--- src/hw/exec_pkg.sv ---
// Shared types for the add/sub execute cluster
// Opcodes, branch kinds, issue and CDB packets

package exec_pkg;

	localparam int TAG_W = 4; // ROB tag width
	localparam int XLEN  = 32;

	// Bit 2 set on every code that subtracts
	typedef enum logic [3:0] {
		ADD  = 4'b0000,
		XOR  = 4'b0001,
		OR   = 4'b0010,
		AND  = 4'b0011,
		SUB  = 4'b0100,
		SLT  = 4'b0101,
		SLTU = 4'b0110
	} alu_op_t;

	typedef enum logic [2:0] {
		BR_NONE = 3'd0,
		BEQ     = 3'd1,
		BNE     = 3'd2,
		BLT     = 3'd3,
		BGE     = 3'd4,
		BLTU    = 3'd5,
		BGEU    = 3'd6
	} branch_t;

	typedef struct packed {
		logic [XLEN-1:0]  result;
		logic [TAG_W-1:0] dest_tag;
		logic             branch_taken;
		logic             is_load; // Address calc for a load
	} cdb_packet_t;

	typedef struct packed {
		alu_op_t          op;
		branch_t          br;
		logic             is_load;
		logic [TAG_W-1:0] tag;
		logic [XLEN-1:0]  rs1;
		logic [XLEN-1:0]  rs2;
	} issue_t;

endpackage

--- src/hw/adder_32bit.sv ---
// Ripple-carry adder/subtractor
// Produces the sum and the zero, negative, overflow and carry flags

module adder_32bit (
	input  logic [exec_pkg::XLEN-1:0] a,
	input  logic [exec_pkg::XLEN-1:0] b,
	input  logic                      sub,
	output logic [exec_pkg::XLEN-1:0] sum,
	output logic                      zero,
	output logic                      negative,
	output logic                      overflow,
	output logic                      carry
);

	logic [exec_pkg::XLEN:0]   c_chain;
	logic [exec_pkg::XLEN-1:0] b_eff;

	// Two's complement subtract: invert b, carry in of one
	assign b_eff      = sub ? ~b : b;
	assign c_chain[0] = sub;

	genvar i;
	generate
		for (i = 0; i < exec_pkg::XLEN; i++) begin : g_bit
			assign sum[i]       = a[i] ^ b_eff[i] ^ c_chain[i];
			assign c_chain[i+1] = (a[i] & b_eff[i]) | (c_chain[i] & (a[i] ^ b_eff[i]));
		end
	endgenerate

	// Raw carry out, so a borrow reads as carry low
	assign carry    = c_chain[exec_pkg::XLEN];
	assign overflow = c_chain[exec_pkg::XLEN] ^ c_chain[exec_pkg::XLEN-1];
	assign zero     = (sum == '0);
	assign negative = sum[exec_pkg::XLEN-1];

endmodule

--- src/hw/add_unit.sv ---
// Add/sub functional unit
// Computes the ALU result or branch outcome and holds one CDB packet
// until the arbiter takes it

module add_unit (
	input  logic                  clk,
	input  logic                  rst_n,
	input  logic                  issue_valid,
	input  exec_pkg::issue_t      issue_op,
	input  logic                  yumi,
	output logic                  ready,
	output logic                  done,
	output exec_pkg::cdb_packet_t pkt
);

	logic [exec_pkg::XLEN-1:0] sum;
	logic [exec_pkg::XLEN-1:0] result;
	logic zero, negative, overflow, carry;
	logic is_branch;
	logic do_sub;
	logic signed_lt;
	logic br_taken;
	logic capture;

	assign is_branch = (issue_op.br != exec_pkg::BR_NONE);
	assign do_sub    = issue_op.op[2] | is_branch; // Branches always compare by subtraction
	assign signed_lt = negative ^ overflow;

	adder_32bit u_adder (
		.a        (issue_op.rs1),
		.b        (issue_op.rs2),
		.sub      (do_sub),
		.sum      (sum),
		.zero     (zero),
		.negative (negative),
		.overflow (overflow),
		.carry    (carry)
	);

	always_comb begin
		case (issue_op.br)
			exec_pkg::BEQ:  br_taken = zero;
			exec_pkg::BNE:  br_taken = ~zero;
			exec_pkg::BLT:  br_taken = signed_lt;
			exec_pkg::BGE:  br_taken = ~signed_lt;
			exec_pkg::BLTU: br_taken = ~carry; // Borrow out
			exec_pkg::BGEU: br_taken = carry;
			default:        br_taken = 1'b0;
		endcase
	end

	always_comb begin
		if (is_branch) begin
			result = sum; // Difference goes out with the branch
		end else begin
			case (issue_op.op)
				exec_pkg::SLT:  result = {{(exec_pkg::XLEN-1){1'b0}}, signed_lt};
				exec_pkg::SLTU: result = {{(exec_pkg::XLEN-1){1'b0}}, ~carry};
				exec_pkg::XOR:  result = issue_op.rs1 ^ issue_op.rs2;
				exec_pkg::OR:   result = issue_op.rs1 | issue_op.rs2;
				exec_pkg::AND:  result = issue_op.rs1 & issue_op.rs2;
				default:        result = sum; // ADD, SUB
			endcase
		end
	end

	// One item deep, busy while a result waits for the CDB
	assign ready   = ~done;
	assign capture = issue_valid & ready;

	always_ff @(posedge clk or negedge rst_n) begin
		if (!rst_n) begin
			done <= 1'b0;
		end else if (capture) begin
			done <= 1'b1;
		end else if (yumi) begin
			done <= 1'b0;
		end
	end

	always_ff @(posedge clk) begin
		if (capture) begin
			pkt.result       <= result;
			pkt.dest_tag     <= issue_op.tag;
			pkt.branch_taken <= is_branch & br_taken;
			pkt.is_load      <= issue_op.is_load;
		end else if (yumi) begin
			pkt <= '0;
		end
	end

	// Packet must stay put while it waits for a grant
	a_done_held: assert property (@(posedge clk) disable iff (!rst_n)
		done && !yumi |=> done && $stable(pkt));

	// Queue only offers work to a free unit
	a_issue_ready: assert property (@(posedge clk) disable iff (!rst_n)
		issue_valid |-> ready);

endmodule

--- src/hw/rs_queue.sv ---
// In-order reservation queue
// Buffers dispatched operations and issues the head to a free unit,
// unit 0 first

module rs_queue #(
	parameter int RS_DEPTH = 4
) (
	input  logic             clk,
	input  logic             rst_n,
	input  logic             dispatch_valid,
	input  exec_pkg::issue_t dispatch_op,
	output logic             dispatch_ready,
	input  logic             ready_0,
	input  logic             ready_1,
	output logic             issue_valid_0,
	output logic             issue_valid_1,
	output exec_pkg::issue_t issue_op
);

	localparam int PTR_W = $clog2(RS_DEPTH);

	exec_pkg::issue_t mem [RS_DEPTH];

	logic [PTR_W-1:0] wr_ptr;
	logic [PTR_W-1:0] rd_ptr;
	logic [PTR_W:0]   count;
	logic full, empty;
	logic push, pop;

	assign full  = (count == RS_DEPTH[PTR_W:0]);
	assign empty = (count == '0);

	assign dispatch_ready = ~full;
	assign push           = dispatch_valid & dispatch_ready;

	// Head visible as soon as it is stored
	assign issue_op      = mem[rd_ptr];
	assign issue_valid_0 = ~empty & ready_0;
	assign issue_valid_1 = ~empty & ~ready_0 & ready_1; // Only if unit 0 is busy
	assign pop           = issue_valid_0 | issue_valid_1;

	always_ff @(posedge clk or negedge rst_n) begin
		if (!rst_n) begin
			wr_ptr <= '0;
			rd_ptr <= '0;
			count  <= '0;
		end else begin
			if (push) begin
				wr_ptr <= wr_ptr + 1'b1; // Wraps, depth is a power of two
			end
			if (pop) begin
				rd_ptr <= rd_ptr + 1'b1;
			end
			case ({push, pop})
				2'b10:   count <= count + 1'b1;
				2'b01:   count <= count - 1'b1;
				default: count <= count;
			endcase
		end
	end

	always_ff @(posedge clk) begin
		if (push) begin
			mem[wr_ptr] <= dispatch_op;
		end
	end

	// No push when full, so occupancy never passes the depth
	a_no_overflow: assert property (@(posedge clk) disable iff (!rst_n)
		count <= RS_DEPTH[PTR_W:0]);

	a_one_issue: assert property (@(posedge clk) disable iff (!rst_n)
		!(issue_valid_0 && issue_valid_1));

endmodule

--- src/hw/cdb_arbiter.sv ---
// Round-robin CDB arbiter for two units
// Grants one finished unit per cycle and registers its packet on the CDB

module cdb_arbiter (
	input  logic                  clk,
	input  logic                  rst_n,
	input  logic                  done_0,
	input  logic                  done_1,
	input  exec_pkg::cdb_packet_t pkt_0,
	input  exec_pkg::cdb_packet_t pkt_1,
	output logic                  grant_0,
	output logic                  grant_1,
	output logic                  cdb_valid,
	output exec_pkg::cdb_packet_t cdb_pkt
);

	logic last_winner; // High when unit 1 won last

	// On a tie the unit that did not win last goes first
	assign grant_0 = done_0 & (~done_1 | last_winner);
	assign grant_1 = done_1 & (~done_0 | ~last_winner);

	always_ff @(posedge clk or negedge rst_n) begin
		if (!rst_n) begin
			last_winner <= 1'b0;
			cdb_valid   <= 1'b0;
		end else begin
			cdb_valid <= grant_0 | grant_1;
			if (grant_0 | grant_1) begin
				last_winner <= grant_1;
			end
		end
	end

	always_ff @(posedge clk) begin
		if (grant_1) begin
			cdb_pkt <= pkt_1;
		end else if (grant_0) begin
			cdb_pkt <= pkt_0;
		end
	end

	a_one_grant: assert property (@(posedge clk) disable iff (!rst_n)
		!(grant_0 && grant_1));

endmodule

--- src/hw/add_cluster.sv ---
// Add/sub execute cluster
// Reservation queue feeding two add/sub units that share one CDB

module add_cluster #(
	parameter int RS_DEPTH = 4
) (
	input  logic                  clk,
	input  logic                  rst_n,
	input  logic                  dispatch_valid,
	input  exec_pkg::issue_t      dispatch_op,
	output logic                  dispatch_ready,
	output logic                  cdb_valid,
	output exec_pkg::cdb_packet_t cdb_pkt
);

	exec_pkg::issue_t      issue_op; // Shared by both units
	exec_pkg::cdb_packet_t pkt_0;
	exec_pkg::cdb_packet_t pkt_1;
	logic issue_valid_0, issue_valid_1;
	logic ready_0, ready_1;
	logic done_0, done_1;
	logic grant_0, grant_1;

	rs_queue #(
		.RS_DEPTH (RS_DEPTH)
	) u_queue (
		.clk            (clk),
		.rst_n          (rst_n),
		.dispatch_valid (dispatch_valid),
		.dispatch_op    (dispatch_op),
		.dispatch_ready (dispatch_ready),
		.ready_0        (ready_0),
		.ready_1        (ready_1),
		.issue_valid_0  (issue_valid_0),
		.issue_valid_1  (issue_valid_1),
		.issue_op       (issue_op)
	);

	add_unit u_unit_0 (
		.clk         (clk),
		.rst_n       (rst_n),
		.issue_valid (issue_valid_0),
		.issue_op    (issue_op),
		.yumi        (grant_0),
		.ready       (ready_0),
		.done        (done_0),
		.pkt         (pkt_0)
	);

	add_unit u_unit_1 (
		.clk         (clk),
		.rst_n       (rst_n),
		.issue_valid (issue_valid_1),
		.issue_op    (issue_op),
		.yumi        (grant_1),
		.ready       (ready_1),
		.done        (done_1),
		.pkt         (pkt_1)
	);

	cdb_arbiter u_arb (
		.clk       (clk),
		.rst_n     (rst_n),
		.done_0    (done_0),
		.done_1    (done_1),
		.pkt_0     (pkt_0),
		.pkt_1     (pkt_1),
		.grant_0   (grant_0),
		.grant_1   (grant_1),
		.cdb_valid (cdb_valid),
		.cdb_pkt   (cdb_pkt)
	);

endmodule

--- config.mk ---
export PLATFORM = sky130hd
export DESIGN_NAME = add_cluster
export DESIGN_NICKNAME = d
export VERILOG_FILES = /design/src/hw/exec_pkg.sv /design/src/hw/adder_32bit.sv /design/src/hw/add_unit.sv /design/src/hw/rs_queue.sv /design/src/hw/cdb_arbiter.sv /design/src/hw/add_cluster.sv
export SDC_FILE = /design/constraint.sdc
export NUM_CORES = 1
export LEC_CHECK = 0
export BUFFER_PORTS_ARGS = -buffer_cell sky130_fd_sc_hd__buf_2
export CORE_ASPECT_RATIO = 1.75
export CORE_UTILIZATION = 40
export CTS_CLUSTER_SIZE = 16
export DETAILED_ROUTE_END_ITERATION = 16
export SLEW_MARGIN = 40
export SYNTH_ARGS = -nofsm -noshare
export SYNTH_HDL_FRONTEND = slang
export SYNTH_HIERARCHICAL = 1
export SYNTH_SLANG_ARGS = --single-unit
--- constraint.sdc ---
create_clock -name clk -period 26 [get_ports clk]
set_clock_uncertainty 0.15 [all_clocks]
set_input_delay 2.6 -clock clk [delete_from_list [all_inputs] [get_ports clk]]
set_output_delay 2.6 -clock clk [all_outputs]
set_load 0.05 [all_outputs]
### After elaboration in Yosys (flattened, before gate mapping)

Memories as Yosys holds them, arrays and structs flattened.
Cells that the tools add are included.

| word-level totals | value |
|---|---|
| register bits | 125 |
| memories | 1 |
| bits of input ports | 79 |
| output and inout port bits | 40 |
| logic and storage cells | 250 |
| memory bits (writable) | 304 |

| operators by class | value |
|---|---|
| reduce and logical (&&, ||, !) cells | 7 |
| bitwise logic cells | 188 |
| equality and inequality tests | 14 |
| mux-type cells | 17 |
| add/sub/neg operators | 4 |

Memories:

| memory | words | bits a word | read ports | clocked after memory_dff | wr ports | line | text |
|---|---|---|---|---|---|---|---|
| u_queue.mem | 4 | 76 | 1 | 0 | 1 | rs_queue.sv:22 | `exec_pkg::issue_t mem [RS_DEPTH];` |

Operator list:

| cell | number |
|---|---|
| 2-to-1 mux 38 bit | 6 |
| case mux 32 bit (5 select lines) | 1 |
| bitwise AND 1 bit | 73 |
| XOR 1 bit | 66 |
| 2-to-1 mux 32 bit | 2 |
| OR 1 bit | 37 |
| bitwise AND 32 bit | 1 |
| logical NOT 32 bit | 1 |
| inverter 32 bit | 1 |
| OR 32 bit | 1 |
| XOR 32 bit | 1 |
| equality test 3 bit (second input constant) | 4 |
| equality test 4 x 2 -> 1 bit (second input constant) | 2 |
| equality test 4 x 3 -> 1 bit (second input constant) | 2 |
| inverter 1 bit | 8 |
| nonzero test 2 bit | 4 |
| equality test 3 x 2 -> 1 bit (second input constant) | 2 |
| 2-to-1 mux 1 bit | 6 |
| case mux 1 bit (6 select lines) | 1 |
| case mux 3 bit (2 select lines) | 1 |
| adder 2 x 1 -> 2 bit (second input constant) | 2 |
| equality test 4 x 1 -> 1 bit (second input constant) | 1 |
| adder 3 x 1 -> 3 bit (second input constant) | 1 |
| equality test 3 x 1 -> 1 bit (second input constant) | 1 |
| 5 further kinds | 5 |

### Logic depth before layout (Yosys ltp)

Gate-level depths: netlist of run 1.
An unclocked memory read counts as a cell.

| depth | value |
|---|---|
| depth in word-level cells | 75 |
| gate-level depth with buffers | 49 |
| mapped depth without buffers | 44 |

### Cells and area by module

The synthesis of run 1 kept the hierarchy.

By module, submodules not included:

| module | cells each | instances | area each (sq um) | seq. area each (sq um) |
|---|---|---|---|---|
| rs_queue | 437 | 1 | 11388.4 | 9303.9 |
| add_unit at u_unit_1 | 385 | 1 | 3602.2 | 1166.1 |
| add_unit at u_unit_0 | 351 | 1 | 3303.2 | 1166.1 |
| adder_32bit | 144 | 2 | 1257.5 | 0.0 |
| cdb_arbiter | 88 | 1 | 1736.7 | 1191.1 |

### Worst setup path after synthesis of run 1

OpenSTA, ideal clock, no wires.

| path | value |
|---|---|
| path type | register -> register |
| start point | register u_queue.rd_ptr[0] |
| end point | register u_unit_0/pkt[1] (netlist name), data pin |
| clock period less this slack | 16523 ps |
| setup time | 180 ps |
| setup slack | 9477 ps |
| arrival time | 16193 ps |
| required time | 25670 ps |
| buffers on the path | 5 |
| stages on the path, launching flop included | 48 |
| cell sequence | dfrtp_1 > buf_2 > buf_6 > buf_6 > mux4_2 > or4_1 > buf_2 > buf_4 > xnor2_1 > fa_1 > fa_1 > fa_1 > fa_1 > fa_1 > fa_1 > fa_1 > fa_1 > fa_1 > [12 not listed] > fa_1 > fa_1 > fa_1 > fa_1 > fa_1 > fa_1 > inv_1 > fa_1 > inv_1 > fa_1 > fa_1 > inv_1 > fa_1 > nor4_1 > and4_1 > a21oi_1 > o31a_1 > a221oi_1 |

RTL lines:

| what | line | text |
|---|---|---|
| start: declaration | rs_queue.sv:25 | `logic [PTR_W-1:0] rd_ptr;` |
| start signal: assignment | rs_queue.sv:52 | `rd_ptr <= rd_ptr + 1'b1;` |
| end: declaration | add_unit.sv:13 | `output exec_pkg::cdb_packet_t pkt` |

==> results of run 1 <==
final cells by class:
class / count / area [µm²] / area share [%]
Clock buffer: 48 / 1050 / 4.18
Antenna cell: 1 / 2.50 / 0.00994
Timing Repair Buffer: 140 / 791 / 3.14
Inverter: 264 / 991 / 3.94
Sequential cell: 429 / 12800 / 51.0
Tap cell: 696 / 871 / 3.46
Multi-Input combinational cell: 778 / 8330 / 33.1
Clock inverter: 24 / 295 / 1.17
critical path: cells and delay by family (launching register included):
kind	cells	cell delay, ns
xor gates and xnor gates	1	0.22
buffers and inverters	4	0.55
AOI/OAI and AO/OA	3	0.55
and+or+nand+nor	3	1.27
muxes	1	0.79
adders and majority gates	31	13.23
DFF	1	0.85
metrics by stage:
stage | hold WS, ns | util [%]
CTS | 0.369 | 45.3
floorplan | 0.327 | -
global placement | 0.349 | 42.8
global route | 0.397 | 45.4
finish | 0.364 | 45.4
detailed placement | 0.360 | 42.9
registers in the layout (all words and copies together) (netlist names):
name	count
u_queue/mem	304
u_queue/wr_ptr	2
u_arb/cdb_valid	1
u_unit_1/pkt	38
u_queue/count	3
u_unit_0/done	1
u_queue/rd_ptr	2
u_unit_1/done	1
u_arb/cdb_pkt	38
u_arb/last_winner	1
u_unit_0/pkt	38
kinds of logic (layout without fill, tap and decap cells):
family | count (synthesis) | after routing | synth area share, %
flops | 429 | 429 | 56.9
buf+inv | 342 | 476 | 6.50
compound gates | 216 | 216 | 6.95
fa+ha+maj | 196 | 196 | 13.0
simple gates | 171 | 171 | 3.81
mux | 121 | 121 | 9.99
xor+xnor | 74 | 74 | 2.87
other cells | 0 | 1 | 0
layout by cell type (no fill, tap or decap), types with 41 or more instances in the layout:
| cell | instances |
|---|---|
| fa_1 | 63 |
| edfxtp_1 | 418 |
| ha_1 | 133 |
| inv_1 | 264 |
| mux4_2 | 76 |
| o21ai_0 | 70 |
| buf_2 | 118 |
| clkbuf_16 | 41 |
| xnor2_1 | 65 |
| nor2_1 | 62 |
worst paths after layout:
kind | from | endpoint | slack (ns) | cells after the start
min in group asynchronous | rst_n | u_queue/rd_ptr[0] | 1.76 | 1
hold reg to reg | u_queue/count[2] | u_queue/count[2] | 0.36 | 1
setup / recovery | u_queue/rd_ptr[0] | u_unit_0/pkt[1] | 8.13 | 43
hold / removal | u_queue/count[2] | u_queue/count[2] | 0.36 | 1
setup reg to reg | u_queue/rd_ptr[0] | u_unit_0/pkt[1] | 8.13 | 43
max in group asynchronous | rst_n | u_queue/rd_ptr[0] | 23.70 | 1
metal layers:
layer	up-vias	share of wire, %
met5	-	0.14
met4	12	4.1
met3	92	3.9
met2	276	50
met1	6289	42
li1	5758	-
Yosys cell counts, types with 14 or more instances:
cell / n
nand2_1: 38
a21oi_1: 35
nor2_1: 62
xnor2_1: 65
inv_1: 264
mux2_2: 32
buf_2: 31
clkbuf_1: 22
mux4_2: 76
buf_4: 14
fa_1: 63
a221oi_1: 33
edfxtp_1: 418
a22oi_1: 31
o21ai_0: 70
ha_1: 133
a211oi_2: 30
==> results.cfg, run 1 <==
[sta]
maxSlewHeadroom_pct = 47.4
hold_violations = 0
rsz0062_at_grt = no
setup_viol = 0
setup_ws_ns = 8.13
worstMarginPinSlew_ns = 0.789
fin_crit_sh_pct = 68.7
setup_tns_ns = 0
drv_slew = 0
max_clock_freq_mhz = 56.0
period_needed_ns = 17.87

[yosys]
syn_area_um2 = 22500
synthArstFlopShare_pct = 2.56
synth_top_cell_by_area = edfxtp_1
synth.yosys.warnings = 6
synthCells = 1549
synth_edf_count = 418
ys_seq_area_share_pct = 56.9
synth_top_cells_by_area = edfxtp_1 (56%), mux4_2 (7.6%), ha_1 (7.4%)
ys_ff_latch = 429
synth_cell_types = 59
synth.top_cell.area_share_pct = 55.7
synthesis.nets = 1824
yosys_most_used_dff = edfxtp_1
avgSynthCellArea_um2 = 14.6

[placement]
gp_congestion = 0.882
dp_hpwl_um = 35300
numPortBuffers = 118
dp_cells = 2306
placed_cell_area_um2 = 23800
pre_cts_slack_ns = 8.02

[global_routing]
grt_pass1_wl_um = 78500
use_met1_pct = 23.0
gr-usage-all-layers_pct = 18.1
grt_util_met2_pct = 30.8
grt_pass1_vias = 12900
grt_use_met3_pct = 2.70
antenna_found_initial = 9
top_usage_layer = met2
grt_max_degree = 76
overflow = 0

[drt]
antenna_left = 0
num_vias = 12400
wire_per_inst_um = 21.3
routed_wirelength_um = 50700
drt-initial-drc-count = 788
firstDrtPassIters = 5
via_per_inst = 5.22
drc = 0

[critical_path]
crit_fanout = 33
crit_path_start_kind = flip-flop
max_stage_delay_ns = 0.85
path_class = flip-flop to flip-flop
cpMostUsedCell = fa_1
cp_slowest_cell = dfrtp_4
arrival_ns = 18.09
critPathCaptureType = flip-flop
worstPathRequired_ns = 26.22

[clocking]
clk_latency_ns = 0.56
path_clk_slew_ns = 0.07
h-tree-depth = 2
cts_setup_buffers = 0
root_buffer = clkbuf_16
cts_tree = built
clock-sinks = 429
post_cts_resized = 0
holdBufCountCts = 0
cts_made_buffers = 40
cts_max_path_buffers = 3

[floorplanning]
fp.dieW_um = 181
initial_utilization_pct = 40.6
die_h_um = 316
ios = 119
num_rows = 114
dieArea_um2 = 57400
core_um2 = 55500

[final_layout]
finalInstanceArea_um2 = 25200
drive_gt1_share_pct = 22.5
finalNonFillerCells = 2380
fillCellCount = 4845
syn_to_final_growth_pct = 11.6
fin_nets = 1928

[worst_hold_path]
hold_class = flip-flop to flip-flop

[outcome]
status = finished, final reports clean

[run]
cap_violations = 0
Power of run 1 is left out: the tool's default activity adds up to more than one toggle a clock period on the data nets, which glitch-free logic cannot reach.
==> run 2, diff against run 1 <==
--- a/config.mk
+++ b/config.mk
@@ -5,6 +5,7 @@
 export SDC_FILE = /design/constraint.sdc
 export NUM_CORES = 1
 export LEC_CHECK = 0
+export ABC_AREA = 1
 export BUFFER_PORTS_ARGS = -buffer_cell sky130_fd_sc_hd__buf_2
 export CORE_ASPECT_RATIO = 1.75
 export CORE_UTILIZATION = 40
==> constraint.sdc (replaced) <==
create_clock -name clk -period 17.8 [get_ports clk]
set_clock_uncertainty 0.15 [all_clocks]
set_input_delay 1.78 -clock clk [delete_from_list [all_inputs] [get_ports clk]]
set_output_delay 1.78 -clock clk [all_outputs]
set_load 0.05 [all_outputs]
==> run 2 against run 1 <==
Against the previous run:
- register-to-register slack got worse by 7.3 ns
- die area rose by 4.8%
- hold slack got worse by 0.0085 ns
- wire length rose by 25%
- critical path type unchanged
- largest cell class unchanged
==> results.cfg, run 2 <==
[yosys]
avgSynthCellArea_um2 = 9.99
synth_top_cell_by_area = edfxtp_1
yosysMostFrequentCell = edfxtp_1
synth_edf_count = 418
syn_area_um2 = 23600
synth.yosys.warnings = 6
synth_cell_types = 31
synth_common_cells = edfxtp_1 (418), nor2_1 (377), nand2_1 (345)
synth_top_cells_by_area = edfxtp_1 (53%), ha_1 (7.0%), nor2_1 (6.0%)
yosys_most_used_dff = edfxtp_1
synthCells = 2365
ys_ff_latch = 429
ys_seq_area_share_pct = 54.3
synthArstFlopShare_pct = 2.56
synthesis.nets = 2640
synth.top_cell.area_share_pct = 53.1

[sta]
drv_slew = 0
rsz0062_at_grt = no
max_clock_freq_mhz = 59.0
setup_ws_ns = 0.862
fin_crit_sh_pct = 95.2
maxSlewHeadroom_pct = 37.4
setup_viol = 0
hold_violations = 0
worstMarginPinSlew_ns = 0.933
setup_tns_ns = 0
period_needed_ns = 16.94

[final_layout]
largest_reg_flops = 304
fillCellCount = 5517
syn_to_final_growth_pct = 11.2
regMostFlops = u_queue/mem
drive_gt1_share_pct = 10.7
n_antenna_cell = 0
fin_nets = 2730
final_util_pct = 45.1
finalInstanceArea_um2 = 26300
layout_common_cells = edfxtp_1 (418), nor2_1 (373), nand2_1 (343), inv_1 (343), o21ai_0 (169)
final_common_cell = edfxtp_1

[global_routing]
gr-usage-all-layers_pct = 21.4
grt_pass1_vias = 15900
grt_max_degree = 73
grt_pass1_wl_um = 94800
antenna_found_initial = 1
overflow = 0

[floorplanning]
initial_utilization_pct = 40.6
core_um2 = 58300
die_h_um = 324
fp.dieW_um = 186
num_rows = 117
dieArea_um2 = 60100
ios = 119

[clocking]
cts_setup_buffers = 0
root_buffer = clkbuf_16
cts_made_buffers = 40
h-tree-depth = 2
path_clk_slew_ns = 0.07
clock-sinks = 429
holdBufCountCts = 0
cts_max_path_buffers = 3
clk_latency_ns = 0.58
post_cts_resized = 0
cts_tree = built

[critical_path]
r2r_slack_ns = 0.86
path_class = flip-flop to flip-flop
crit_fanout = 24
worstPathRequired_ns = 17.97
max_stage_delay_ns = 0.58
arrival_ns = 17.11
crit_path_start_kind = flip-flop
cp_slowest_cell = dfrtp_4
cpMostUsedCell = fa_1
critPathCaptureType = flip-flop

[drt]
num_vias = 16300
wire_per_inst_um = 19.5
drt-initial-drc-count = 1031
via_per_inst = 5.00
drc = 0
antenna_left = 0
routed_wirelength_um = 63400
firstDrtPassIters = 6

[placement]
dp_hpwl_um = 44700
gp_congestion = 0.902
numPortBuffers = 118
placed_cell_area_um2 = 25000
pre_cts_slack_ns = 0.610

[outcome]
status = finished, final reports clean

[worst_hold_path]
hold_class = flip-flop to flip-flop

[run]
cap_violations = 0
run 2: cell count changes after synthesis, moves of 55 or more:
| cell | before | now |
|---|---|---|
| nor2_1 | 62 | 377 |
| nand2_1 | 38 | 345 |
| o21ai_1 | 0 | 128 |
| o21ai_0 | 70 | 169 |
| nand3_1 | 4 | 98 |
| inv_1 | 264 | 343 |
| mux4_2 | 76 | 0 |
| nor3_1 | 4 | 59 |
run 2: per-stage QoR:
step,hold WS (ns),std cells
final,0.356,3255
after global routing,0.379,3255
after CTS,0.363,3255
after detailed placement,0.346,3186
after global placement,0.329,3180
after floorplan,0.312,2365
run 2: cells by family after synthesis:
family	count (synthesis)	share of synthesized area [%]
buffers and inverters	459	8.58
adder cells (fa/ha/maj)	196	12.4
AO/OA/AOI/OAI	301	6.39
flip-flops	429	54.3
XOR/XNOR	67	2.61
multiplexers	2	0.0847
AND/OR/NAND/NOR	911	15.7
run 2: layout make-up:
| class | instances | area, µm² | share of cell area, % |
|---|---|---|---|
| well taps | 773 | 967 | 3.68 |
| multi-input cells | 1477 | 8890 | 33.8 |
| clock buffers | 45 | 1020 | 3.88 |
| inverters | 351 | 1320 | 5.03 |
| flip-flops and latches | 429 | 12800 | 48.8 |
| clock inverters | 24 | 246 | 0.938 |
| repair buffers | 156 | 1000 | 3.81 |
run 2: final timing paths:
check	startpoint	endpoint	cells past startpoint
setup / recovery	u_queue/rd_ptr[0]	u_unit_1/pkt[1]	47
hold / removal	u_unit_0/pkt[4]	u_arb/cdb_pkt[4]	2
setup reg to reg	u_queue/rd_ptr[0]	u_unit_1/pkt[1]	47
hold reg to reg	u_unit_0/pkt[4]	u_arb/cdb_pkt[4]	2
max in group asynchronous	rst_n	u_queue/rd_ptr[0]	1
min in group asynchronous	rst_n	u_arb/cdb_valid	1
run 2: metal layers:
layer  GRT usage, %  vias up  part of all wire (%)
met5              0        -                     0
met4           10.3        0                   4.8
met3           2.35      143                   4.6
met2           38.5      506                    51
met1           25.2     7774                    39
li1               -     7842                     -
run 2: critical path, delay by kind of cell, from the launching register on:
family          cells  cell delay, ns
flops               1            0.58
fa+ha+maj          31           13.31
buf+inv             6            0.82
mux                 1            0.19
simple gates        6            1.07
compound gates      3            0.52
Power of run 2 is left out for the same reason.
==> run 3, diff against run 2 <==
--- a/config.mk
+++ b/config.mk
@@ -5,7 +5,7 @@
 export SDC_FILE = /design/constraint.sdc
 export NUM_CORES = 1
 export LEC_CHECK = 0
-export ABC_AREA = 1
+export ABC_AREA = 0
 export BUFFER_PORTS_ARGS = -buffer_cell sky130_fd_sc_hd__buf_2
 export CORE_ASPECT_RATIO = 1.75
 export CORE_UTILIZATION = 40
==> run 3 against run 2 <==
Against the previous run:
- wire length fell by 20%
- critical endpoint is now u_unit_0/pkt[1]
- highest routed layer is now met5
- core utilization rose by 0.11 points
- cell area fell by 4.5%
- worst setup slack got worse by 0.067 ns
- first-iteration DRC count fell by 0.48%
- maximum frequency fell by 0.39%
- non-clock buffer count fell by 13
- critical path type unchanged
- count of clock-buffer cells in the layout rose by 5
- die area fell by 4.6%
- largest cell class unchanged
- final cell count fell by 27%
- global-route usage fell by 3.3 points
- via count fell by 24%
==> results.cfg, run 3 (synthesis gave the netlist of run 1 again) <==
[placement]
numPortBuffers = 118
pre_cts_slack_ns = 0.776
dp_hpwl_um = 36000
gp_congestion = 0.856

[critical_path]
crit_fanout = 11
path_class = flip-flop to flip-flop
worstPathRequired_ns = 17.95
cp_slowest_cell = or4_2
max_stage_delay_ns = 0.76
arrival_ns = 17.15
critPathCaptureType = flip-flop
cpMostUsedCell = fa_1
crit_path_start_kind = flip-flop

[run]
cap_violations = 0

[floorplanning]
fp.dieW_um = 181
die_h_um = 316
ios = 119
num_rows = 114
dieArea_um2 = 57400
core_um2 = 55500
initial_utilization_pct = 40.6

[sta]
setup_viol = 0
maxSlewHeadroom_pct = 48.0
max_clock_freq_mhz = 58.8
hold_violations = 0
setup_ws_ns = 0.795
fin_crit_sh_pct = 95.5
drv_slew = 0
setup_tns_ns = 0
rsz0062_at_grt = no
period_needed_ns = 17.00
worstMarginPinSlew_ns = 0.780
timing.hold.ws_ns = 0.370

[global_routing]
antenna_found_initial = 10
grt_pass1_wl_um = 78300
overflow = 0
grt_max_degree = 76
grt_pass1_vias = 12900
gr-usage-all-layers_pct = 18.1

[clocking]
cts_tree = built
root_buffer = clkbuf_16
h-tree-depth = 2
holdBufCountCts = 0
path_clk_slew_ns = 0.07
clk_latency_ns = 0.56
cts_max_path_buffers = 3
post_cts_resized = 0
cts_setup_buffers = 0
cts_made_buffers = 40
clock-sinks = 429

[drt]
antenna_left = 0
num_vias = 12400
drc = 0
drt-initial-drc-count = 1026
wire_per_inst_um = 21.4
firstDrtPassIters = 5
via_per_inst = 5.20
routed_wirelength_um = 50900

[final_layout]
regMostFlops = u_queue/mem
multi_input_area_um2 = 8330
syn_to_final_growth_pct = 11.2
drive_gt1_share_pct = 22.6
final_util_pct = 45.2
final_common_cell = edfxtp_1
fin_nets = 1931
fillCellCount = 4888
layout_common_cells = edfxtp_1 (418), inv_1 (264), ha_1 (133), buf_2 (118), mux4_2 (76)
regArea_um2 = 12800
largest_reg_flops = 304

[outcome]
status = finished, final reports clean

[worst_hold_path]
hold_class = flip-flop to flip-flop
[run 3: layout make-up]
cell class | count | area share, %
Inverter | 264 | 3.95
Timing Repair Buffer | 143 | 3.21
Antenna cell | 2 | 0.0200
Clock buffer | 50 | 4.27
Tap cell | 696 | 3.47
Sequential cell | 429 | 51.2
Multi-Input combinational cell | 778 | 33.2
Clock inverter | 19 | 0.678
[run 3: per-stage QoR]
step                instance area [µm²]  instances
floorplan                         22500       1549
finish                            25100       2381
global route                      25100       2381
CTS                               25100       2379
global placement                  23800       2306
detailed placement                23800       2310
[run 3: layer usage]
| layer | up-vias | wire, µm | global-route usage [%] | share of wire (%) |
|---|---|---|---|---|
| li1 | 5764 | - | - | - |
| met1 | 6212 | 21000 | 22.4 | 41 |
| met2 | 298 | 25300 | 31.0 | 50 |
| met3 | 106 | 2310 | 2.94 | 4.5 |
| met4 | 12 | 2250 | 8.36 | 4.4 |
| met5 | - | 62 | 0 | 0.12 |
[run 3: path summary, 6_finish.rpt]
kind / slack [ns] / cells after the start / to / startpoint
setup / recovery: 0.80 / 43 / u_unit_0/pkt[1] / u_queue/rd_ptr[0]
hold / removal: 0.37 / 1 / u_queue/count[2] / u_queue/count[2]
setup reg to reg: 0.80 / 43 / u_unit_0/pkt[1] / u_queue/rd_ptr[0]
hold reg to reg: 0.37 / 1 / u_queue/count[2] / u_queue/count[2]
max in group asynchronous: 16.30 / 1 / u_queue/rd_ptr[1] / rst_n
min in group asynchronous: 0.95 / 1 / u_arb/cdb_valid / rst_n
[run 3: worst max-delay path: cells and delay by family, from the launching register on]
family                     cells  cell delay (ns)
xor gates and xnor gates       1             0.18
DFF                            1             0.47
buffers and inverters          3             0.22
and+or+nand+nor                4             1.41
muxes                          1             0.62
adders and majority gates     31            13.22
AOI/OAI and AO/OA              3             0.41
Power of run 3 is left out for the same reason.
